`src/bus_pkg.sv`:
```
package bus_pkg;

	// RAM and data widths, fixed by the frame format
	localparam int ADDR_LEN = 12;
	localparam int DATA_LEN = 8;
	localparam int INSTR_LEN = 2;
	localparam int SLAVE_LEN = 2;
	localparam int NIBBLE_LEN = 4;
	localparam int SEG_LEN = 7;

	typedef logic [ADDR_LEN-1:0] addr_t;
	typedef logic [DATA_LEN-1:0] data_t;
	typedef logic [INSTR_LEN-1:0] instr_t;
	typedef logic [SLAVE_LEN-1:0] slave_id_t;
	typedef logic [NIBBLE_LEN-1:0] nibble_t;
	typedef logic [SEG_LEN-1:0] seg_t; // g..a, active high

	// bus instruction codes
	localparam instr_t INSTR_IDLE = 2'b00;
	localparam instr_t INSTR_WRITE = 2'b10;
	localparam instr_t INSTR_READ = 2'b11;

	localparam slave_id_t RAM_SLAVE_ID = 2'd1; // only slave on the bus

	// frame layout: instr, id, addr, then data or turnaround + read data
	localparam int HEADER_LEN = INSTR_LEN + SLAVE_LEN + ADDR_LEN;
	localparam int WR_FRAME_LEN = HEADER_LEN + DATA_LEN;
	localparam int RD_FRAME_LEN = HEADER_LEN + 1 + DATA_LEN;

	localparam int CNT_LEN = $clog2(RD_FRAME_LEN + 1);
	typedef logic [CNT_LEN-1:0] bit_cnt_t; // bit index inside a frame

endpackage

```
`src/button_event_ctrl.sv`:
```
`timescale 1ns/1ps

module button_event_ctrl (
	input  logic              clk,
	input  logic              reset,
	input  logic              press1,
	input  logic              press2,
	input  bus_pkg::addr_t    sw_addr,
	input  bus_pkg::data_t    sw_data,
	input  logic              trans_done,
	input  bus_pkg::data_t    rd_data,
	output logic              start,
	output bus_pkg::instr_t   instruction,
	output bus_pkg::addr_t    address,
	output bus_pkg::data_t    wr_data,
	output logic              busy,
	output bus_pkg::data_t    rx_val
);

	typedef enum logic [1:0] {
		IDLE,
		WRITE_WAIT,
		READ_WAIT
	} state_t;

	state_t state;

	always_ff @(posedge clk or posedge reset)
	begin
		if (reset)
		begin
			state <= IDLE;
			start <= 1'b0;
			busy <= 1'b0;
			instruction <= bus_pkg::INSTR_IDLE;
			rx_val <= '0;
		end
		else
		begin
			start <= 1'b0; // single cycle strobe
			case (state)
				IDLE:
				begin
					if (press1) // button 1 wins a tie
					begin
						state <= WRITE_WAIT;
						instruction <= bus_pkg::INSTR_WRITE;
						start <= 1'b1;
						busy <= 1'b1;
					end
					else if (press2)
					begin
						state <= READ_WAIT;
						instruction <= bus_pkg::INSTR_READ;
						start <= 1'b1;
						busy <= 1'b1;
					end
				end
				WRITE_WAIT:
				begin
					if (trans_done)
					begin
						state <= IDLE;
						instruction <= bus_pkg::INSTR_IDLE;
						busy <= 1'b0;
					end
				end
				READ_WAIT:
				begin
					if (trans_done)
					begin
						state <= IDLE;
						instruction <= bus_pkg::INSTR_IDLE;
						busy <= 1'b0;
						rx_val <= rd_data; // byte for the displays
					end
				end
				default:
				begin
					state <= IDLE;
					instruction <= bus_pkg::INSTR_IDLE;
					busy <= 1'b0;
				end
			endcase
		end
	end

	// switch values are sampled only when a transaction starts
	always_ff @(posedge clk)
	begin
		if (state == IDLE && (press1 || press2))
			address <= sw_addr;
		if (state == IDLE && press1)
			wr_data <= sw_data;
	end

endmodule

```
`config.mk`:
```
export PLATFORM = sky130hd
export DESIGN_NAME = button_event_ctrl
export DESIGN_NICKNAME = d
export VERILOG_FILES = /design/src/bus_pkg.sv /design/src/button_event_ctrl.sv
export SDC_FILE = /design/constraint.sdc
export NUM_CORES = 1
export LEC_CHECK = 0
export BUFFER_PORTS_ARGS = -buffer_cell sky130_fd_sc_hd__buf_2
export CORE_ASPECT_RATIO = 0.5
export CORE_MARGIN = 2
export CORE_UTILIZATION = 38
export DETAILED_ROUTE_END_ITERATION = 8
export GPL_TIMING_DRIVEN = 0
export PLACE_DENSITY = 0.74
export REMOVE_ABC_BUFFERS = 1
export SYNTH_ARGS = -nofsm -noshare
export SYNTH_HDL_FRONTEND = slang
export SYNTH_SLANG_ARGS = --single-unit
```
`constraint.sdc`:
```
create_clock -name clk -period 1.45 [get_ports clk]
set_input_delay 0.29 -clock clk [delete_from_list [all_inputs] [get_ports clk]]
set_output_delay 0.29 -clock clk [all_outputs]
set_load 0.03 [all_outputs]
```
==> metrics.cfg <==
[power_and_ir_drop]
finalPower_w=0.00376
power.density_nw_per_um2=2290
leakagePower_nw=0.775
vdd_drop_max_mv=1.21

[die]
io_pins=65
die_height_um=42.6
rows=13
fp.dieW_um=81.2
die_area_um2=3460
core_area_um2=2720
start_util=0.417

[critical_path]
path_max_fanout=3
r2r_start=state[1]
cp-end-kind=flop
crit_type=reg2reg
r2r-end=instruction[1]
r2r_slack_ns=0.07
r2r_cells=5
cp-start-kind=flop
cp.required_ns=1.61
critical_path_arrival_ns=1.54

[finish]
drive_gt1_frac=0.677
seq_area_um2=901
final_cells=170
fillerInstances=194
nets=168
multi_input_comb_area_um2=223
n_antenna_cell=0
area_growth_pct=45.0

[clocking]
cts.sinks=32
cts-root-buf=clkbuf_8
insertion_delay_ns=0.28
clkTransAtPathRegs_ns=0.06
cts_buffer_depth=2
numCtsBuffers=5
htreeDepth=2
cts_tree=yes
ctsHoldBuffers=0

[sta]
grt_setup_unrepaired=false
setup_viol=0
tightest_slew_ns=0.451
fin_ws_ns=0.0672
hold_slack_ns=0.00728
max_freq_ghz=0.723
fin_crit_sh=0.954
hold_viol=0
tns_ns=0
min_period_ns=1.38
final-max-slew-violation-count=0
worst_slew_margin_rel=0.699
finalClockSkew_ns=0.00392

[synthesis]
ys_seq_area_frac=0.796
netlist_instances=59
synth_enable_flop_cells=20
ys_seq_elements=32
synthFlopType=edfxtp_1
avgSynthCellArea_um2=19.2
ys_async_sr_fraction=0.375
ys_types=16
post-synth-top-count-cell=edfxtp_1
yosys-top-cells-count=edfxtp_1, dfrtp_1, mux2_2, inv_1, ha_1
synth_top_area_frac=0.530
synth_area_leaders=edfxtp_1, dfrtp_1, mux2_2, ha_1, buf_4
synth_top_cell_by_area=edfxtp_1
synthesis.area_um2=1130
ys_warn_count=0

[global_route]
grt_pass1_wl_um=3260
overflow=0
antenna_found_initial=0
grt_pass1_vias=696
grt_start_max_net_pins=14
grtUsageTotal=0.132

[job]
drv_cap=0

[routing]
met3_length_um=88
ant_nets=0
routed-wl-met2_um=1240
drc=0
wl_um=2160
drtIter0Drc=36
via_per_inst=4.25
met1_length_um=815
dr.max_layer_used=met4
vias=723
wire_per_inst_um=12.7
firstDrtPassIters=4

[placed_design]
dpl.hpwl_um=1630
dp_cells=158
io_buffers=64
pre_cts_ws_ns=-0.0833
gp_congestion=0.677

[status]
status=finished, final reports clean

[hold_path]
hold_class=in2async

-- how the worst max path moves through the flow --
stage                     startpoint             end  slack [ns]
final                       state[1]  instruction[1]        0.07
after floorplan             state[1]  instruction[1]       -0.21
after global routing        state[1]  instruction[1]        0.01
after CTS                   state[1]  instruction[1]       0.006
after global placement      state[1]      address[5]       -0.06
after detailed placement    state[1]      address[5]       -0.08
-- power breakdown --
group          total, W  leakage [nW]  switching (W)  internal (W)
Combinational   0.00153         0.386        0.00100      0.000533
Clock          0.000807        0.0532       0.000308      0.000500
Sequential      0.00142         0.335      0.0000990       0.00132
Total           0.00376         0.775        0.00141       0.00236
-- cells in the final DEF (no fill, tap or decap), drive strengths merged --
cell and instances:
o22ai 1, nor2 1, ha 3, nor2b 1, a21oi 1, nand2b 1, edfxtp 20, mux2 9
inv 4, mux2i 1, clkbuf 5, clkinv 2, dfrtp 12, nand2 2, buf 68, bufinv 1
and2b 1
-- critical path, cell delays in order (launching register included) --
cell and delay (ns):
dfrtp_1 0.39, inv_2 0.09, ha_4 0.20, nor2b_4 0.13
a21oi_2 0.15, mux2_4 0.31
-- repair_timing --
action / in CTS / in global routing
gates resized for setup: 2 / 4
setup endpoints to repair: 13 / 2
buffers inserted: 2 / 2
pin swaps: 0 / 0
-- metrics by stage --
stage	instance area (um2)	util
3_5_place_dp	1480	0.546
6_report	1640	0.604
3_3_place_gp	1480	0.546
5_1_grt	1640	0.604
4_1_cts	1610	0.591
2_1_floorplan	1120	-
-- final cells by class --
class                           instances  share of cell area
Clock buffer                            5              0.0419
Tap cell                               37              0.0282
Multi-Input combinational cell         21               0.136
Inverter                                4             0.00915
Sequential cell                        32               0.549
Clock inverter                          3              0.0229
Timing Repair Buffer                   68               0.213
-- kinds of logic (layout without fill, tap and decap cells) --
kind of cell,Yosys count,in the layout,synth area share
fa+ha+maj,3,3,0.0332
flops,32,32,0.796
simple gates,6,6,0.0298
compound gates,2,2,0.0133
buf+inv,6,80,0.0265
mux,10,10,0.102
-- routing by layer --
| metal | global-route usage | vias to the layer above |
|---|---|---|
| li1 | - | 352 |
| met3 | 0.0517 | 3 |
| met5 | 0 | - |
| met4 | 0.0508 | 0 |
| met2 | 0.231 | 15 |
| met1 | 0.143 | 353 |
-- flip-flops by register name, indices dropped and copies added, names as in the netlist --
register and cells:
address 12, start 1, instruction 1, wr_data 8, state 2, rx_val 8
(Power assumes the default switching activity.)
