<file path="config.mk">
export PLATFORM = sky130hd
export DESIGN_NAME = bus_master_port
export DESIGN_NICKNAME = d
export VERILOG_FILES = /design/src/bus_pkg.sv /design/src/bus_master_port.sv
export SDC_FILE = /design/constraint.sdc
export NUM_CORES = 1
export LEC_CHECK = 0
export ABC_AREA = 1
export BUFFER_PORTS_ARGS = -buffer_cell sky130_fd_sc_hd__clkbuf_2
export CORE_MARGIN = 3
export CORE_UTILIZATION = 48
export DETAILED_ROUTE_END_ITERATION = 10
export GPL_TIMING_DRIVEN = 0
export PLACE_DENSITY = 0.74
export SKIP_CTS_REPAIR_TIMING = 1
export SLEW_MARGIN = 20
export SYNTH_ARGS = -nofsm -noshare
export SYNTH_HDL_FRONTEND = slang
export SYNTH_SLANG_ARGS = --single-unit
</file>
<file path="constraint.sdc">
create_clock -name clk -period 1.6 [get_ports clk]
set_input_delay 0.16 -clock clk [delete_from_list [all_inputs] [get_ports clk]]
set_output_delay 0.16 -clock clk [all_outputs]
set_load 0.02 [all_outputs]
</file>
<file path="src/bus_pkg.sv">
package bus_pkg;

	// RAM and data widths, fixed by the frame format
	localparam int ADDR_LEN = 12;
	localparam int DATA_LEN = 8;
	localparam int INSTR_LEN = 2;
	localparam int SLAVE_LEN = 2;
	localparam int NIBBLE_LEN = 4;
	localparam int SEG_LEN = 7;

	typedef logic [ADDR_LEN-1:0] addr_t;
	typedef logic [DATA_LEN-1:0] data_t;
	typedef logic [INSTR_LEN-1:0] instr_t;
	typedef logic [SLAVE_LEN-1:0] slave_id_t;
	typedef logic [NIBBLE_LEN-1:0] nibble_t;
	typedef logic [SEG_LEN-1:0] seg_t; // g..a, active high

	// bus instruction codes
	localparam instr_t INSTR_IDLE = 2'b00;
	localparam instr_t INSTR_WRITE = 2'b10;
	localparam instr_t INSTR_READ = 2'b11;

	localparam slave_id_t RAM_SLAVE_ID = 2'd1; // only slave on the bus

	// frame layout: instr, id, addr, then data or turnaround + read data
	localparam int HEADER_LEN = INSTR_LEN + SLAVE_LEN + ADDR_LEN;
	localparam int WR_FRAME_LEN = HEADER_LEN + DATA_LEN;
	localparam int RD_FRAME_LEN = HEADER_LEN + 1 + DATA_LEN;

	localparam int CNT_LEN = $clog2(RD_FRAME_LEN + 1);
	typedef logic [CNT_LEN-1:0] bit_cnt_t; // bit index inside a frame

endpackage

</file>
<file path="src/bus_master_port.sv">
`timescale 1ns/1ps

module bus_master_port (
	input  logic              clk,
	input  logic              reset,
	input  logic              start,
	input  bus_pkg::instr_t   instruction,
	input  bus_pkg::addr_t    address,
	input  bus_pkg::data_t    wr_data,
	output logic              trans_done,
	output bus_pkg::data_t    rd_data,
	output logic              bus_frame,
	output logic              bus_mosi,
	input  logic              bus_miso
);

	bus_pkg::bit_cnt_t bit_cnt; // index of the bit on the bus
	logic [bus_pkg::WR_FRAME_LEN-1:0] shift_reg;
	logic is_read;
	logic last_bit;
	logic load;
	bus_pkg::data_t frame_data;

	assign load = start & ~bus_frame;

	// a read frame carries zeros in the data slot
	assign frame_data = (instruction == bus_pkg::INSTR_WRITE) ? wr_data : '0;

	assign last_bit = is_read ?
		(bit_cnt == bus_pkg::bit_cnt_t'(bus_pkg::RD_FRAME_LEN - 1)) :
		(bit_cnt == bus_pkg::bit_cnt_t'(bus_pkg::WR_FRAME_LEN - 1));

	always_ff @(posedge clk or posedge reset)
	begin
		if (reset)
		begin
			bus_frame <= 1'b0;
			bit_cnt <= '0;
			is_read <= 1'b0;
			trans_done <= 1'b0;
		end
		else
		begin
			trans_done <= 1'b0;
			if (load)
			begin
				bus_frame <= 1'b1; // first bit goes out next cycle
				bit_cnt <= '0;
				is_read <= (instruction == bus_pkg::INSTR_READ);
			end
			else if (bus_frame)
			begin
				if (last_bit)
				begin
					bus_frame <= 1'b0;
					trans_done <= 1'b1; // one cycle after the last bit
				end
				else
				begin
					bit_cnt <= bit_cnt + 1'b1;
				end
			end
		end
	end

	always_ff @(posedge clk)
	begin
		if (load)
			shift_reg <= {instruction, bus_pkg::RAM_SLAVE_ID, address, frame_data};
		else if (bus_frame)
			shift_reg <= {shift_reg[bus_pkg::WR_FRAME_LEN-2:0], 1'b0}; // MSB first

		// slave drives miso after the turnaround cycle
		if (bus_frame && is_read && bit_cnt > bus_pkg::bit_cnt_t'(bus_pkg::HEADER_LEN))
			rd_data <= {rd_data[bus_pkg::DATA_LEN-2:0], bus_miso};
	end

	assign bus_mosi = bus_frame & shift_reg[bus_pkg::WR_FRAME_LEN-1];

endmodule

</file>
==> results of run 1 <==
==> where the power goes <==
group	switching, µW	internal [µW]	total [µW]	leakage, µW
Clock	347	461	808	0.0000541
Sequential	176	1580	1750	0.000442
Combinational	755	568	1320	0.000550
Total	1280	2610	3890	0.00105
==> per-stage QoR <==
step	std cells	hold WS [ns]	utilization (%)	TNS (ns)	power, µW
after global routing	243	0.0352	63.2	0	4160
final	243	0.0521	63.2	0	3890
after detailed placement	231	0.116	58.8	-0.549	3030
after global placement	231	0.101	58.8	-0.0830	2960
after floorplan	149	-0.0243	-	0	2720
after CTS	239	-0.193	62.0	-0.675	3840
==> cell families (layout without fill, tap and decap cells) <==
kind of cell | count (synthesis) | after routing | share of synthesized area (%)
simple gates | 51 | 51 | 14.8
flops | 40 | 40 | 64.1
buf+inv | 30 | 78 | 7.73
compound gates | 25 | 25 | 11.5
fa+ha+maj | 2 | 2 | 1.41
xor+xnor | 1 | 1 | 0.492
==> worst max-delay path, delay by kind of cell, from the launching register on <==
family,cells,cell delay (ns)
and+or+nand+nor,1,0.07
DFF,1,0.39
buffers and inverters,4,0.59
==> path summary, 6_finish.rpt <==
check | cells after the start | slack [ns] | endpoint | from
max | 5 | 0.11 | bus_mosi | bus_frame
min | 1 | 0.05 | rd_data[0] | bus_miso
max reg2reg | 6 | 0.16 | bit_cnt[0] | bus_frame
min reg2reg | 0 | 0.46 | rd_data[5] | rd_data[4]
max in group asynchronous | 3 | 1.00 | bit_cnt[1] | reset
min in group asynchronous | 3 | 0.36 | is_read | reset
==> cells in the final DEF, fill, tap and decap left out, types with 3 or more instances in the layout <==
cell type / count
clkbuf_2: 36
edfxtp_1: 30
nand2_1: 28
inv_1: 20
a22o_1: 13
nand3_1: 8
dfrtp_1: 8
o21ai_2: 7
nor2_1: 6
clkbuf_8: 5
inv_2: 4
buf_6: 3
buf_4: 3
==> cell type report <==
| cell class | count | share of cell area, % |
|---|---|---|
| sequential | 40 | 52.4 |
| buffer | 5 | 2.13 |
| clock inverter | 3 | 1.95 |
| tap | 46 | 2.64 |
| clock buffer | 5 | 3.16 |
| timing repair buffer | 40 | 9.77 |
| inverter | 25 | 4.31 |
| multi-input combinational | 79 | 23.6 |
==> cell usage after synthesis (2+ instances only) <==
cell type / count / area [µm²]
nor2_1: 6 / 22.5
dfrtp_1: 8 / 200
a22o_1: 13 / 114
nor2_2: 2 / 12.5
o21ai_1: 2 / 10.0
nand2_1: 28 / 105
ha_1: 2 / 25.0
nand2_4: 2 / 22.5
nand3_1: 8 / 40.0
buf_2: 2 / 10.0
inv_1: 20 / 75.1
inv_2: 4 / 15.0
dfxtp_1: 2 / 40.0
buf_6: 3 / 33.8
edfxtp_1: 30 / 901
o21ai_2: 7 / 61.3
==> layer usage <==
| metal | up-vias | share of wire, % |
|---|---|---|
| met1 | 548 | 44 |
| li1 | 593 | - |
| met2 | 40 | 50 |
| met5 | - | 0 |
| met3 | 2 | 5.7 |
| met4 | 0 | 0.26 |
==> metrics.txt, run 1 <==
post-detail-place hpwl 2200 µm; largest net degree at the start of global routing 25; Peak VDD IR 863 µV; vias per cell 4.87; gr usage total 15.1%; Final ANT Viol Nets 0; Final Cycle Share 93.0%; Num CTS Buffers 5; Arr. time, crit path 1.33 ns; Avg Synthesized Cell Area 11.9 µm²; met1 global-route usage 20.0%; Slew @ Worst Pin 0.535 ns; clk sinks 40; Root Buffer clkbuf_8; Mapped Cells 149; Mapped Nets 177; # IOs 37; CTS tree yes; final slew viol count 0; fillcell total 284; vias 1183; power density over the cells 1780 nW/µm²; global placement routability congestion 0.825; synth unique cells 26; DP Worst Slack -0.0687 ns; max FFs per register 24; Seq/Total Area, Yosys 64.1%; Max-slew headroom 64.3%; LEAKAGE 0.00105 µW; IO buf count 36; CP Max Fanout 10; # H-tree levels 2; die width 66.9 µm; setup violators final 0; Die Area 4480 µm²; ys async rst share 20.0%; Req. time, crit path 1.44 ns; multi-input logic area 514 µm²; detailed-route wire length per cell 12.6 µm; initial antenna violation count 0; Final Net Count 224; clock tree buffer depth 2; core area 3440 µm²; clock skew 0.00729 ns; max-cap viol count 0; global-route wire length before repair 5010 µm; clock-pin slew on the worst setup and hold paths 0.08 ns; routed wire length 3060 µm; Primary FF master, synth edfxtp_1; final period demand of the worst path 1.49 ns; Hold Violations, Final 0; grt ovf 0; status finished clean; CP max stage delay 0.39 ns; register area 1140 µm²; Worst setup EP type output port; 1st-pass router iterations 4; share of layout cells above drive strength 1 36.5%; met2 track demand over resource 23.6%; Hold Path Class in -> reg; initial cell density of the core 51.7%; GRT Max-Usage Layer met2; critical path, cell by cell buf_6, clkbuf_4, nand2_1, inv_1, clkbuf_2; grt met3 use 4.22%; Mapped Area 1780 µm²; Slowest-stage cell, CP dfrtp_1; design area 2180 µm²; CP Launch Type register; synth warn 0; DRC Markers 0; Post-synth EDFFs 30; RSZ-0062 raised after global routing false; DP Area 2020 µm²; Die Ht 66.9 µm; Peak Freq 672 MHz; Site Rows 21; Ant. Diodes 0; clock latency on the worst-skew pair 0.28 ns; DRT iter0 DRCs 73; Crit Path Class reg -> out; Synth-to-Final Area Change 22.3%; post-route setup slack 0.112 ns; post-synthesis register bit count 40; vias in the first global route 1109
(Power assumes the default switching activity.)
==> run 2, diff against run 1 <==
--- a/config.mk
+++ b/config.mk
@@ -7,10 +7,12 @@
 export LEC_CHECK = 0
 export ABC_AREA = 1
 export BUFFER_PORTS_ARGS = -buffer_cell sky130_fd_sc_hd__clkbuf_2
+export CAP_MARGIN = 10
 export CORE_MARGIN = 3
 export CORE_UTILIZATION = 48
 export DETAILED_ROUTE_END_ITERATION = 10
 export GPL_TIMING_DRIVEN = 0
+export HOLD_SLACK_MARGIN = 0.06
 export PLACE_DENSITY = 0.74
 export SKIP_CTS_REPAIR_TIMING = 1
 export SLEW_MARGIN = 20
==> run 2 against run 1 <==
Net effect:
- first-iteration DRC count rose by 9.6%
- setup slack about the same
- non-clock buffer count up 1
- maximum frequency hardly changed
- design area rose by 0.46%
- die area is the same
- final cell count up 0.41%
- sequential share of layout area is 0.24 points lower
==> metrics.txt, run 2 (synthesized netlist as in run 1, its figures left out) <==
DP Cell Count 231; met1 global-route usage 20.0%; core area 3440 µm²; Num CTS Buffers 5; Max-slew headroom 64.3%; final period demand of the worst path 1.49 ns; most common cell after layout, fill and taps aside clkbuf_2; grt met3 use 4.22%; Die Area 4480 µm²; vias 1186; critical path, cell by cell buf_6, clkbuf_4, nand2_1, inv_1, clkbuf_2; HP Start instruction[0]; status finished clean; setup_tns 0 ns; global-route wire length before repair 5010 µm; multi-input logic area 514 µm²; largest net degree at the start of global routing 25; CP max stage delay 0.39 ns; met2 track demand over resource 23.6%; Die Ht 66.9 µm; setup violators final 0; initial antenna violation count 0; DRT iter0 DRCs 80; clk sinks 40; max-cap viol count 0; vias in the first global route 1109; gr usage total 15.1%; clock-pin slew on the worst setup and hold paths 0.08 ns; Peak Freq 672 MHz; grt ovf 0; max FFs per register 24; Site Rows 21; Hold Path Depth 3; Hold Path Class in -> reg; Hold Violations, Final 0; power density over the cells 1780 nW/µm²; global placement routability congestion 0.825; initial cell density of the core 51.7%; share of layout cells above drive strength 1 36.4%; Slew @ Worst Pin 0.535 ns; clock latency on the worst-skew pair 0.28 ns; final slew viol count 0; Crit Path Class reg -> out; fillcell total 283; post-detail-place hpwl 2200 µm; Final Net Count 225; # IOs 37; R2R Path End bit_cnt[0]; # H-tree levels 2; IO buf count 36; Ant. Diodes 0; Final ANT Viol Nets 0; Root Buffer clkbuf_8; Slowest-stage cell, CP dfrtp_1; R2R depth 6; die width 66.9 µm; GRT Max-Usage Layer met2; most frequent cells in the layout 36 x clkbuf_2, 30 x edfxtp_1, 28 x nand2_1; 1st-pass router iterations 4; vias per cell 4.86; detailed-route wire length per cell 12.6 µm; reg2reg setup slack 0.16 ns; Peak VDD IR 863 µV; CP Launch Type register; worst hold slack 0.132 ns; Req. time, crit path 1.44 ns; Worst Hold End is_read; clock tree buffer depth 2; worst r2r src bus_frame; register area 1140 µm²; routed wire length 3070 µm; Final Cycle Share 93.0%; final std cells w/o fill 244; DRC Markers 0; CP Max Fanout 10; clock skew 0.00729 ns; Synth-to-Final Area Change 22.8%; Arr. time, crit path 1.33 ns; Worst setup EP type output port; CTS tree yes; RSZ-0062 raised after global routing false; LEAKAGE 0.00105 µW
==> run 2: critical path: cells and delay by family, from the launching register on <==
kind | cells | cell delay, ns
buffers and inverters | 4 | 0.59
flip-flops | 1 | 0.39
AND/OR/NAND/NOR | 1 | 0.07
==> run 2: stage by stage <==
step / utilization, % / worst slack [ns] / total power, µW / cell area, µm²
final: 63.5 / 0.112 / 3890 / 2190
after CTS: 62.0 / -0.0861 / 3840 / 2130
after global placement: 58.8 / -0.0105 / 2960 / 2020
after detailed placement: 58.8 / -0.0687 / 3030 / 2020
after global routing: 63.5 / 0.00705 / 4160 / 2190
after floorplan: - / 0.0942 / 2720 / 1790
==> run 2: worst max-delay path by stage <==
stage	from	endpoint	slack, ns	cells past startpoint
floorplan	bit_cnt[0]	rd_data[0]	0.09	3
global placement	bit_cnt[0]	rd_data[0]	-0.01	3
detailed placement	bit_cnt[0]	rd_data[0]	-0.07	3
CTS	bit_cnt[0]	rd_data[4]	-0.09	3
global route	bus_frame	bus_mosi	0.007	5
finish	bus_frame	bus_mosi	0.11	5
==> run 2: layout make-up <==
cell class	count	share of cell area [%]
tap	46	2.63
multi-input combinational	79	23.5
clock inverter	3	1.95
timing repair buffer	41	10.2
inverter	25	4.29
buffer	5	2.12
clock buffer	5	3.15
sequential	40	52.2
==> run 2: layer usage <==
layer | share of wire [%] | vias to the layer above
li1 | - | 595
met1 | 44 | 549
met2 | 50 | 40
met3 | 5.4 | 2
met4 | 0.26 | 0
met5 | 0 | -
==> run 2: power by group <==
group	total, µW	leakage [µW]	switching [µW]	internal [µW]
clock	808	0.0000541	346	461
sequential	1750	0.000442	176	1580
combinational	1320	0.000554	756	569
