`config.mk`:
```
export PLATFORM = sky130hd
export DESIGN_NAME = seg7_decoder
export DESIGN_NICKNAME = d
export VERILOG_FILES = /design/src/bus_pkg.sv /design/src/seg7_decoder.sv
export SDC_FILE = /design/constraint.sdc
export NUM_CORES = 1
export LEC_CHECK = 0
export CORE_AREA = 3 3 40 42
export DETAILED_ROUTE_END_ITERATION = 7
export DIE_AREA = 0 0 43 45
export DONT_BUFFER_PORTS = 1
export PLACE_DENSITY = 0.39
export SLEW_MARGIN = 20
export SYNTH_ARGS = -nofsm -noshare
export SYNTH_HDL_FRONTEND = slang
export SYNTH_SLANG_ARGS = --single-unit
```
`constraint.sdc`:
```
create_clock -name vclk -period 1.4
set_input_delay 0 -clock vclk [all_inputs]
set_output_delay 0 -clock vclk [all_outputs]
set_load 0.05 [all_outputs]
```
`src/bus_pkg.sv`:
```
package bus_pkg;

	// RAM and data widths, fixed by the frame format
	localparam int ADDR_LEN = 12;
	localparam int DATA_LEN = 8;
	localparam int INSTR_LEN = 2;
	localparam int SLAVE_LEN = 2;
	localparam int NIBBLE_LEN = 4;
	localparam int SEG_LEN = 7;

	typedef logic [ADDR_LEN-1:0] addr_t;
	typedef logic [DATA_LEN-1:0] data_t;
	typedef logic [INSTR_LEN-1:0] instr_t;
	typedef logic [SLAVE_LEN-1:0] slave_id_t;
	typedef logic [NIBBLE_LEN-1:0] nibble_t;
	typedef logic [SEG_LEN-1:0] seg_t; // g..a, active high

	// bus instruction codes
	localparam instr_t INSTR_IDLE = 2'b00;
	localparam instr_t INSTR_WRITE = 2'b10;
	localparam instr_t INSTR_READ = 2'b11;

	localparam slave_id_t RAM_SLAVE_ID = 2'd1; // only slave on the bus

	// frame layout: instr, id, addr, then data or turnaround + read data
	localparam int HEADER_LEN = INSTR_LEN + SLAVE_LEN + ADDR_LEN;
	localparam int WR_FRAME_LEN = HEADER_LEN + DATA_LEN;
	localparam int RD_FRAME_LEN = HEADER_LEN + 1 + DATA_LEN;

	localparam int CNT_LEN = $clog2(RD_FRAME_LEN + 1);
	typedef logic [CNT_LEN-1:0] bit_cnt_t; // bit index inside a frame

endpackage

```
`src/seg7_decoder.sv`:
```
`timescale 1ns/1ps

module seg7_decoder (
	input  bus_pkg::nibble_t value,
	output bus_pkg::seg_t    seg
);

	always_comb
	begin
		case (value)
			4'h0: seg = 7'h3f;
			4'h1: seg = 7'h06;
			4'h2: seg = 7'h5b;
			4'h3: seg = 7'h4f;
			4'h4: seg = 7'h66;
			4'h5: seg = 7'h6d;
			4'h6: seg = 7'h7d;
			4'h7: seg = 7'h07;
			4'h8: seg = 7'h7f;
			4'h9: seg = 7'h6f;
			4'ha: seg = 7'h77;
			4'hb: seg = 7'h7c; // lower case b
			4'hc: seg = 7'h39;
			4'hd: seg = 7'h5e; // lower case d
			4'he: seg = 7'h79;
			default: seg = 7'h71; // F
		endcase
	end

endmodule

```
==> out/summary.log, run 1 <==
qor: yosys.synth_warnings 0
qor: place.placement.io_buffers 0
qor: finish.final_core_util 0.238
qor: power.vdd_drop_max 0.0000774 V
qor: timing.fmaxAchievable 885 MHz
qor: worst_setup_path.slowest_delay 740 ps
qor: finish.register_area 0 sq um
qor: yosys.synth-seq-area-share 0
qor: finish.finish.net_count 46
qor: floorplanning.chipHeight 45 microns
qor: place.dp.final_hpwl 458 microns
qor: yosys.synth.cells.most_frequent ha_1 (7), inv_1 (5), a21oi_1 (3), mux2_2 (3)
qor: yosys.synth-xor-area-share 0
qor: worst_setup_path.worst_path_buffer_plus_inverter_count 2
qor: worst_setup_path.type_of_the_worst_setup_path in2out
qor: yosys.post_synth_adder_cell_area 0.304
qor: timing.finalCritPeriodShare 0.807
qor: run_status.status complete, no violations
qor: floorplanning.dieWidth 43 microns
qor: place.placed_area 305 sq um
qor: drt.drt-initial-drc-count 0
qor: yosys.synthesized_cell_area 288 sq um
qor: yosys.netlist.top_cell.by_area ha_1
qor: worst_setup_path.crit_top_cell inv_1
qor: yosys.synth_top_family_by_area adder cells
qor: drt.detailedRoute.firstPassIterationCount 1
qor: worst_setup_path.critPathMaxFanout 5
qor: yosys.ys_types 17
qor: power.final_total_pwr 0.000127 W
qor: place.place.gp.congestion 0.608
qor: global_routing.global_route.usage.total 0.0564
qor: global_routing.grt_pass1_vias 218
qor: yosys.post_synthesis_compound_gate_area_fraction 0.152
qor: global_routing.initial_antenna_violation_count 0
qor: finish.final.clkbuf_count 0
qor: drt.detail_route.vias_per_cell 4.71
qor: yosys.synthMostInstantiatedCell ha_1
qor: timing.max_slew_headroom 0.651
qor: timing.period_needed 1130 ps
qor: worst_setup_path.critical_path.endpoint_type primary output
qor: drt.drt-total-wl 564 microns
qor: hold_path.min-delay-path-class in2out
qor: flow_run.max_cap_viol_count 0
qor: clock_network.cts_hold_buf 0
qor: yosys.synth.area.top_cells ha_1 (30%), mux2_2 (12%), mux4_1 (9.1%), mux2i_1 (7.0%), inv_1 (6.5%)
qor: drt.route.detailed.drc 0
qor: floorplanning.num_rows 13
qor: yosys.post_synth_and_or_nand_nor_area_fraction 0.143
qor: timing.max_slew.worst_pin.slew 523 ps
qor: yosys.synth_mux_area_frac 0.278
qor: timing.tightest_hold_margin 227 ps
qor: finish.design_area_final 305 sq um
qor: timing.slew_viol_final 0
qor: worst_setup_path.worst_ep_required_time 1400 ps
qor: timing.final-setup-viol-count 0
qor: floorplanning.core_area 1280 sq um
qor: yosys.postSynthAreaPerCell 8.72 sq um
qor: global_routing.overflow_left_after_global_routing 0
qor: worst_setup_path.cp-start-kind input port
qor: power.power.density_cell_area 417 nW/um^2
qor: timing.totalNegativeSetupSlack 0 ps
qor: finish.final_layout_size_suffix_gt1_frac 0.182
qor: worst_setup_path.cp.arrival 1130 ps
qor: finish.fillerInstances 143
qor: finish.antenna_cells 0
qor: clock_network.ctsResizeCount 0
qor: floorplanning.dieArea 1940 sq um
qor: drt.via_count 226
qor: drt.antenna_violating_nets_post_route 0
qor: yosys.synthCells 33
qor: finish.sequential_cell_total 0
qor: timing.setup_repair_after_global_routing_missed_its_margin no
qor: yosys.top_area_cell_type_share_of_the_netlist_area 0.304
qor: worst_setup_path.worst_path_cell_trace inv_1, ha_1, inv_1, mux4_1
qor: drt.wl_per_cell 11.8 microns
qor: worst_setup_path.crit_path_top_delay_cell mux4_1
qor: power.p_leak 0.139 nW
qor: yosys.synth.net_count 44
qor: floorplanning.start_util 0.224
qor: floorplanning.num_io_pins 11
qor: timing.final_hold_violation_count 0
qor: clock_network.post-cts-setup-buffer-count 0
qor: global_routing.first_pass_grt_wire_length 910 microns
qor: global_routing.grt_max_degree 15
qor: finish.areaGrowthSynthToFinish 6.09%
qor: worst_setup_path.timing.critical_path.max_delay_family multiplexers
==> report_power, final <==
group	internal, W	leakage [nW]	switching (W)
clock	0	0	0
combinational	0.0000392	0.139	0.0000881
sequential	0	0	0
==> logic make-up (layout without fill, tap and decap cells) <==
| logic type | after synthesis | count (layout) |
|---|---|---|
| fa+ha+maj | 7 | 7 |
| simple gates | 7 | 7 |
| buf+inv | 7 | 7 |
| compound gates | 6 | 6 |
| mux | 6 | 6 |
==> final timing paths <==
path / start / to / cells after the start
hold / removal: value[2] / seg[6] / 2
setup / recovery: value[1] / seg[3] / 4
==> cell usage in the layout, fill, tap and decap left out, types with 2 or more instances in the layout <==
cell type / instances
mux2_2: 3
ha_1: 7
mux2i_1: 2
nor3_1: 2
inv_1: 5
buf_4: 2
a21oi_1: 3
==> routing by layer <==
| metal | global-route usage | share of wire |
|---|---|---|
| met1 | 0.0716 | 0.45 |
| met4 | 0 | 0 |
| met2 | 0.105 | 0.47 |
| met5 | 0 | 0 |
| met3 | 0.0120 | 0.078 |
==> area by class of cell <==
type,instances,area [sq um],share of cell area
Inverter,5,18.8,0.0615
Tap cell,15,18.8,0.0615
Timing Repair Buffer,2,15.0,0.0492
Multi-Input combinational cell,26,253,0.828
==> stage by stage <==
step	setup slack, ps	instances
floorplan	70.4	33
global placement	255	48
detailed placement	259	48
CTS	260	48
global route	177	48
finish	270	48
No activity file was read; power rests on OpenSTA's default activity.
==> run 2, diff against run 1 <==
- clock period: 1.4 -> 1.1 ns (I/O delays scaled with it)
==> out/summary.log, run 2 (synthesis gave the netlist of run 1 again) <==
qor: drt.wl_met3 25 microns
qor: drt.detail_route.vias_per_cell 4.58
qor: run_status.status complete, no violations
qor: power.pwr-share-comb 1.000
qor: worst_setup_path.cp.arrival 1030 ps
qor: finish.final.clkbuf_count 0
qor: worst_setup_path.critical_path.endpoint_type primary output
qor: power.internal_power 0.0000839 W
qor: global_routing.initial_antenna_violation_count 0
qor: timing.fmaxAchievable 974 MHz
qor: place.placedCellCount 52
qor: floorplanning.core_area 1280 sq um
qor: finish.most_common_cell_after_layout_fill_and_taps_aside ha_1
qor: power.vdd_drop_max 0.000153 V
qor: timing.final-setup-viol-count 0
qor: finish.antenna_cells 0
qor: flow_run.max_cap_viol_count 0
qor: timing.finalCritPeriodShare 0.933
qor: global_routing.grt_max_degree 15
qor: drt.detailedRoute.firstPassIterationCount 1
qor: drt.via_count 238
qor: place.place.gp.congestion 0.773
qor: drt.drt-total-wl 641 microns
qor: timing.period_needed 1030 ps
qor: timing.setup_repair_after_global_routing_missed_its_margin no
qor: hold_path.min-delay-path-class in2out
qor: timing.totalNegativeSetupSlack 0 ps
qor: timing.slew_viol_final 0
qor: drt.antenna_violating_nets_post_route 0
qor: global_routing.first_pass_grt_wire_length 1.10 mm
qor: finish.areaGrowthSynthToFinish 27.8%
qor: worst_setup_path.type_of_the_worst_setup_path in2out
qor: finish.layout.cells.most_common_list ha_1 (7), inv_1 (5), mux2_2 (3), buf_4 (3)
qor: timing.final_hold_violation_count 0
qor: timing.max_slew.worst_pin.slew 285 ps
qor: power.pwr-share-clk 0
qor: place.dp.final_hpwl 532 microns
qor: floorplanning.chipHeight 45 microns
qor: floorplanning.num_io_pins 11
qor: power.p_leak 0.169 nW
qor: global_routing.grt_pass1_vias 250
qor: finish.finish.net_count 50
qor: floorplanning.start_util 0.224
qor: drt.route.top_layer_used met3
qor: finish.instances_no_fill 52
qor: clock_network.cts_hold_buf 0
qor: drt.route.detailed.drc 0
qor: power.switching_power 0.000123 W
qor: power.final_total_pwr 0.000206 W
qor: drt.routed-wl-met2 316 microns
qor: power.sequential_share_of_power 0
qor: power.power.density_cell_area 561 nW/um^2
qor: finish.register_area 0 sq um
qor: clock_network.ctsResizeCount 0
qor: floorplanning.dieArea 1940 sq um
qor: floorplanning.dieWidth 43 microns
qor: clock_network.post-cts-setup-buffer-count 0
qor: timing.max_slew_headroom 0.810
qor: drt.detail_route.wirelength.met1 300 microns
qor: drt.wl_per_cell 12.3 microns
qor: finish.sequential_cell_total 0
qor: place.placement.io_buffers 0
qor: global_routing.overflow_left_after_global_routing 0
qor: power.netSwitchingFraction 0.594
qor: finish.final_layout_size_suffix_gt1_frac 0.351
qor: worst_setup_path.worst_ep_required_time 1100 ps
qor: drt.drt-initial-drc-count 0
qor: floorplanning.num_rows 13
qor: worst_setup_path.critPathMaxFanout 4
qor: worst_setup_path.cp-start-kind input port
qor: global_routing.global_route.usage.total 0.0697
run 2: final timing paths:
| path | from | end | slack, ps | cells past startpoint |
|---|---|---|---|---|
| worst max-delay path | value[0] | seg[3] | 70 | 4 |
| worst min-delay path | value[2] | seg[6] | 190 | 2 |
run 2: metal layers:
| metal | vias up | GRT usage |
|---|---|---|
| met5 | - | 0 |
| met4 | 0 | 0 |
| li1 | 122 | - |
| met3 | 0 | 0.00398 |
| met1 | 112 | 0.0979 |
| met2 | 4 | 0.126 |
run 2: final cells by class:
class                           count  area, sq um
Multi-Input combinational cell     26          256
Tap cell                           15         18.8
Fill cell                         144          917
Inverter                            5         18.8
Timing Repair Buffer                6         73.8
run 2: critical path, cell delays in order:
cell and delay (ps):
inv_1 60, ha_1 320, mux4_2 480, buf_6 170
run 2: power groups by stage:
stage / clock (W) / combinational, W / sequential [W]
final: 0 / 0.000206 / 0
after global routing: 0 / 0.000219 / 0
after floorplan: 0 / 0.000160 / 0
after detailed placement: 0 / 0.000205 / 0
after global placement: 0 / 0.000203 / 0
after CTS: 0 / 0.000205 / 0
run 2: stage by stage:
stage	instance area, sq um	utilization	hold slack, ps	worst slack, ps
finish	368	0.286	192	73.5
detailed placement	368	0.286	193	22.1
CTS	368	0.286	193	14.7
floorplan	295	-	301	9.75
global placement	368	0.286	192	45.8
global route	368	0.286	196	24.5
==> run 3, diff against run 2 <==
- BUFFER_PORTS_ARGS: unset -> -buffer_cell sky130_fd_sc_hd__buf_4
- DONT_BUFFER_PORTS: 1 -> unset
- PLACE_DENSITY: 0.39 -> 0.46
==> out/summary.log, run 3 (synthesis gave the netlist of run 1 again) <==
qor: global_routing.initial_antenna_violation_count 0
qor: finish.final_layout_size_suffix_gt1_frac 0.625
qor: run_status.status complete, no violations
qor: finish.finish.net_count 61
qor: drt.route.detailed.drc 0
qor: floorplanning.num_rows 13
qor: worst_setup_path.critical_path.endpoint_type primary output
qor: drt.via_count 283
qor: timing.final-setup-viol-count 0
qor: timing.max_slew.worst_pin.slew 248 ps
qor: timing.final_hold_violation_count 0
qor: worst_setup_path.critPathMaxFanout 4
qor: drt.drt-initial-drc-count 0
qor: place.placedCellCount 63
qor: worst_setup_path.cp-start-kind input port
qor: global_routing.global_route.usage.total 0.0707
qor: finish.final_core_util 0.359
qor: drt.detail_route.vias_per_cell 4.49
qor: power.final_total_pwr 0.000255 W
qor: worst_setup_path.cp.arrival 1050 ps
qor: drt.detailedRoute.firstPassIterationCount 1
qor: global_routing.first_pass_grt_wire_length 1.10 mm
qor: floorplanning.num_io_pins 11
qor: hold_path.timing.hold.worst.start value[2]
qor: worst_setup_path.slowest_delay 460 ps
qor: worst_setup_path.worst_ep_required_time 1100 ps
qor: place.placement.io_buffers 11
qor: finish.design_area_final 462 sq um
qor: finish.final.clkbuf_count 0
qor: finish.antenna_cells 0
qor: timing.fmaxAchievable 951 MHz
qor: global_routing.overflow_left_after_global_routing 0
qor: floorplanning.core_area 1280 sq um
qor: finish.most_common_cell_after_layout_fill_and_taps_aside buf_4
qor: worst_setup_path.type_of_the_worst_setup_path in2out
qor: power.power.density_cell_area 553 nW/um^2
qor: floorplanning.chipHeight 45 microns
qor: finish.areaGrowthSynthToFinish 60.4%
qor: finish.register_area 0 sq um
qor: drt.drt-total-wl 661 microns
qor: hold_path.worst_hold_path.num_cells 3
qor: worst_setup_path.worst_path_cell_trace buf_4, inv_4, ha_2, inv_1, mux4_2, buf_8
qor: worst_setup_path.crit_path_top_delay_cell mux4_2
qor: clock_network.post-cts-setup-buffer-count 0
qor: global_routing.grt_max_degree 15
qor: timing.slew_viol_final 0
qor: finish.fillerInstances 136
qor: power.vdd_drop_max 0.000181 V
qor: place.dp.final_hpwl 497 microns
qor: global_routing.grt_pass1_vias 246
qor: floorplanning.dieWidth 43 microns
qor: clock_network.cts_hold_buf 0
qor: power.p_leak 0.208 nW
qor: place.place.gp.congestion 0.655
qor: floorplanning.dieArea 1940 sq um
qor: hold_path.hold_path_end seg[5]
qor: timing.totalNegativeSetupSlack 0 ps
qor: hold_path.min-delay-path-class in2out
qor: floorplanning.start_util 0.224
qor: timing.setup_repair_after_global_routing_missed_its_margin no
qor: timing.max_slew_headroom 0.833
qor: timing.period_needed 1050 ps
qor: timing.finalCritPeriodShare 0.956
qor: finish.instances_no_fill 63
qor: finish.layout.cells.most_common_list buf_4 (14), mux2_2 (3), inv_1 (3), ha_2 (3), ha_1 (3)
qor: drt.wl_per_cell 10.5 microns
qor: place.placed_area 425 sq um
qor: flow_run.max_cap_viol_count 0
qor: finish.sequential_cell_total 0
qor: drt.antenna_violating_nets_post_route 0
[run 3: changes by cell type in the layout (fill, tap and decap cells not counted), sizes merged]
cell,change
buf,+11
[run 3: worst max-delay path by stage]
stage                   from     end  slack, ps  cells after the start
floorplan           value[0]  seg[3]         10                      3
global placement    value[1]  seg[3]        -70                      5
detailed placement  value[1]  seg[3]        -80                      5
CTS                 value[0]  seg[4]          2                      7
global route        value[0]  seg[4]          3                      7
finish              value[1]  seg[3]         50                      6
[run 3: layout make-up]
class	instances	area (sq um)	area share
multi-input cells	26	277	0.599
inverters	5	23.8	0.0515
repair buffers	17	143	0.309
well taps	15	18.8	0.0407
[run 3: per-stage QoR]
step	hold slack [ps]	setup slack [ps]
detailed placement	408	-77.3
global placement	405	-73.8
finish	383	47.9
CTS	412	2.48
floorplan	301	9.75
global route	405	3.45
[run 3: report_power, final]
group	switching [W]	internal (W)
Clock	0	0
Sequential	0	0
Combinational	0.000148	0.000108
Total	0.000148	0.000108
[run 3: per-layer routing]
metal | wire length (microns) | share of wire | track usage | up-vias
li1 | - | - | - | 147
met3 | 34 | 0.051 | 0.0120 | 0
met5 | 0 | 0 | 0 | -
met2 | 329 | 0.50 | 0.135 | 5
met1 | 297 | 0.45 | 0.0887 | 131
met4 | 0 | 0 | 0 | 0
[run 3: critical path: cells and delay by family]
kind	cells	cell delay (ps)
buffers and inverters	4	410
adder cells (fa/ha/maj)	1	180
multiplexers	1	460
[run 3: repair_timing]
item	CTS	global route
gates resized for setup	6	7
hold endpoints to repair	0	0
pin swaps	1	1
endpoints found under the setup margin	3	4
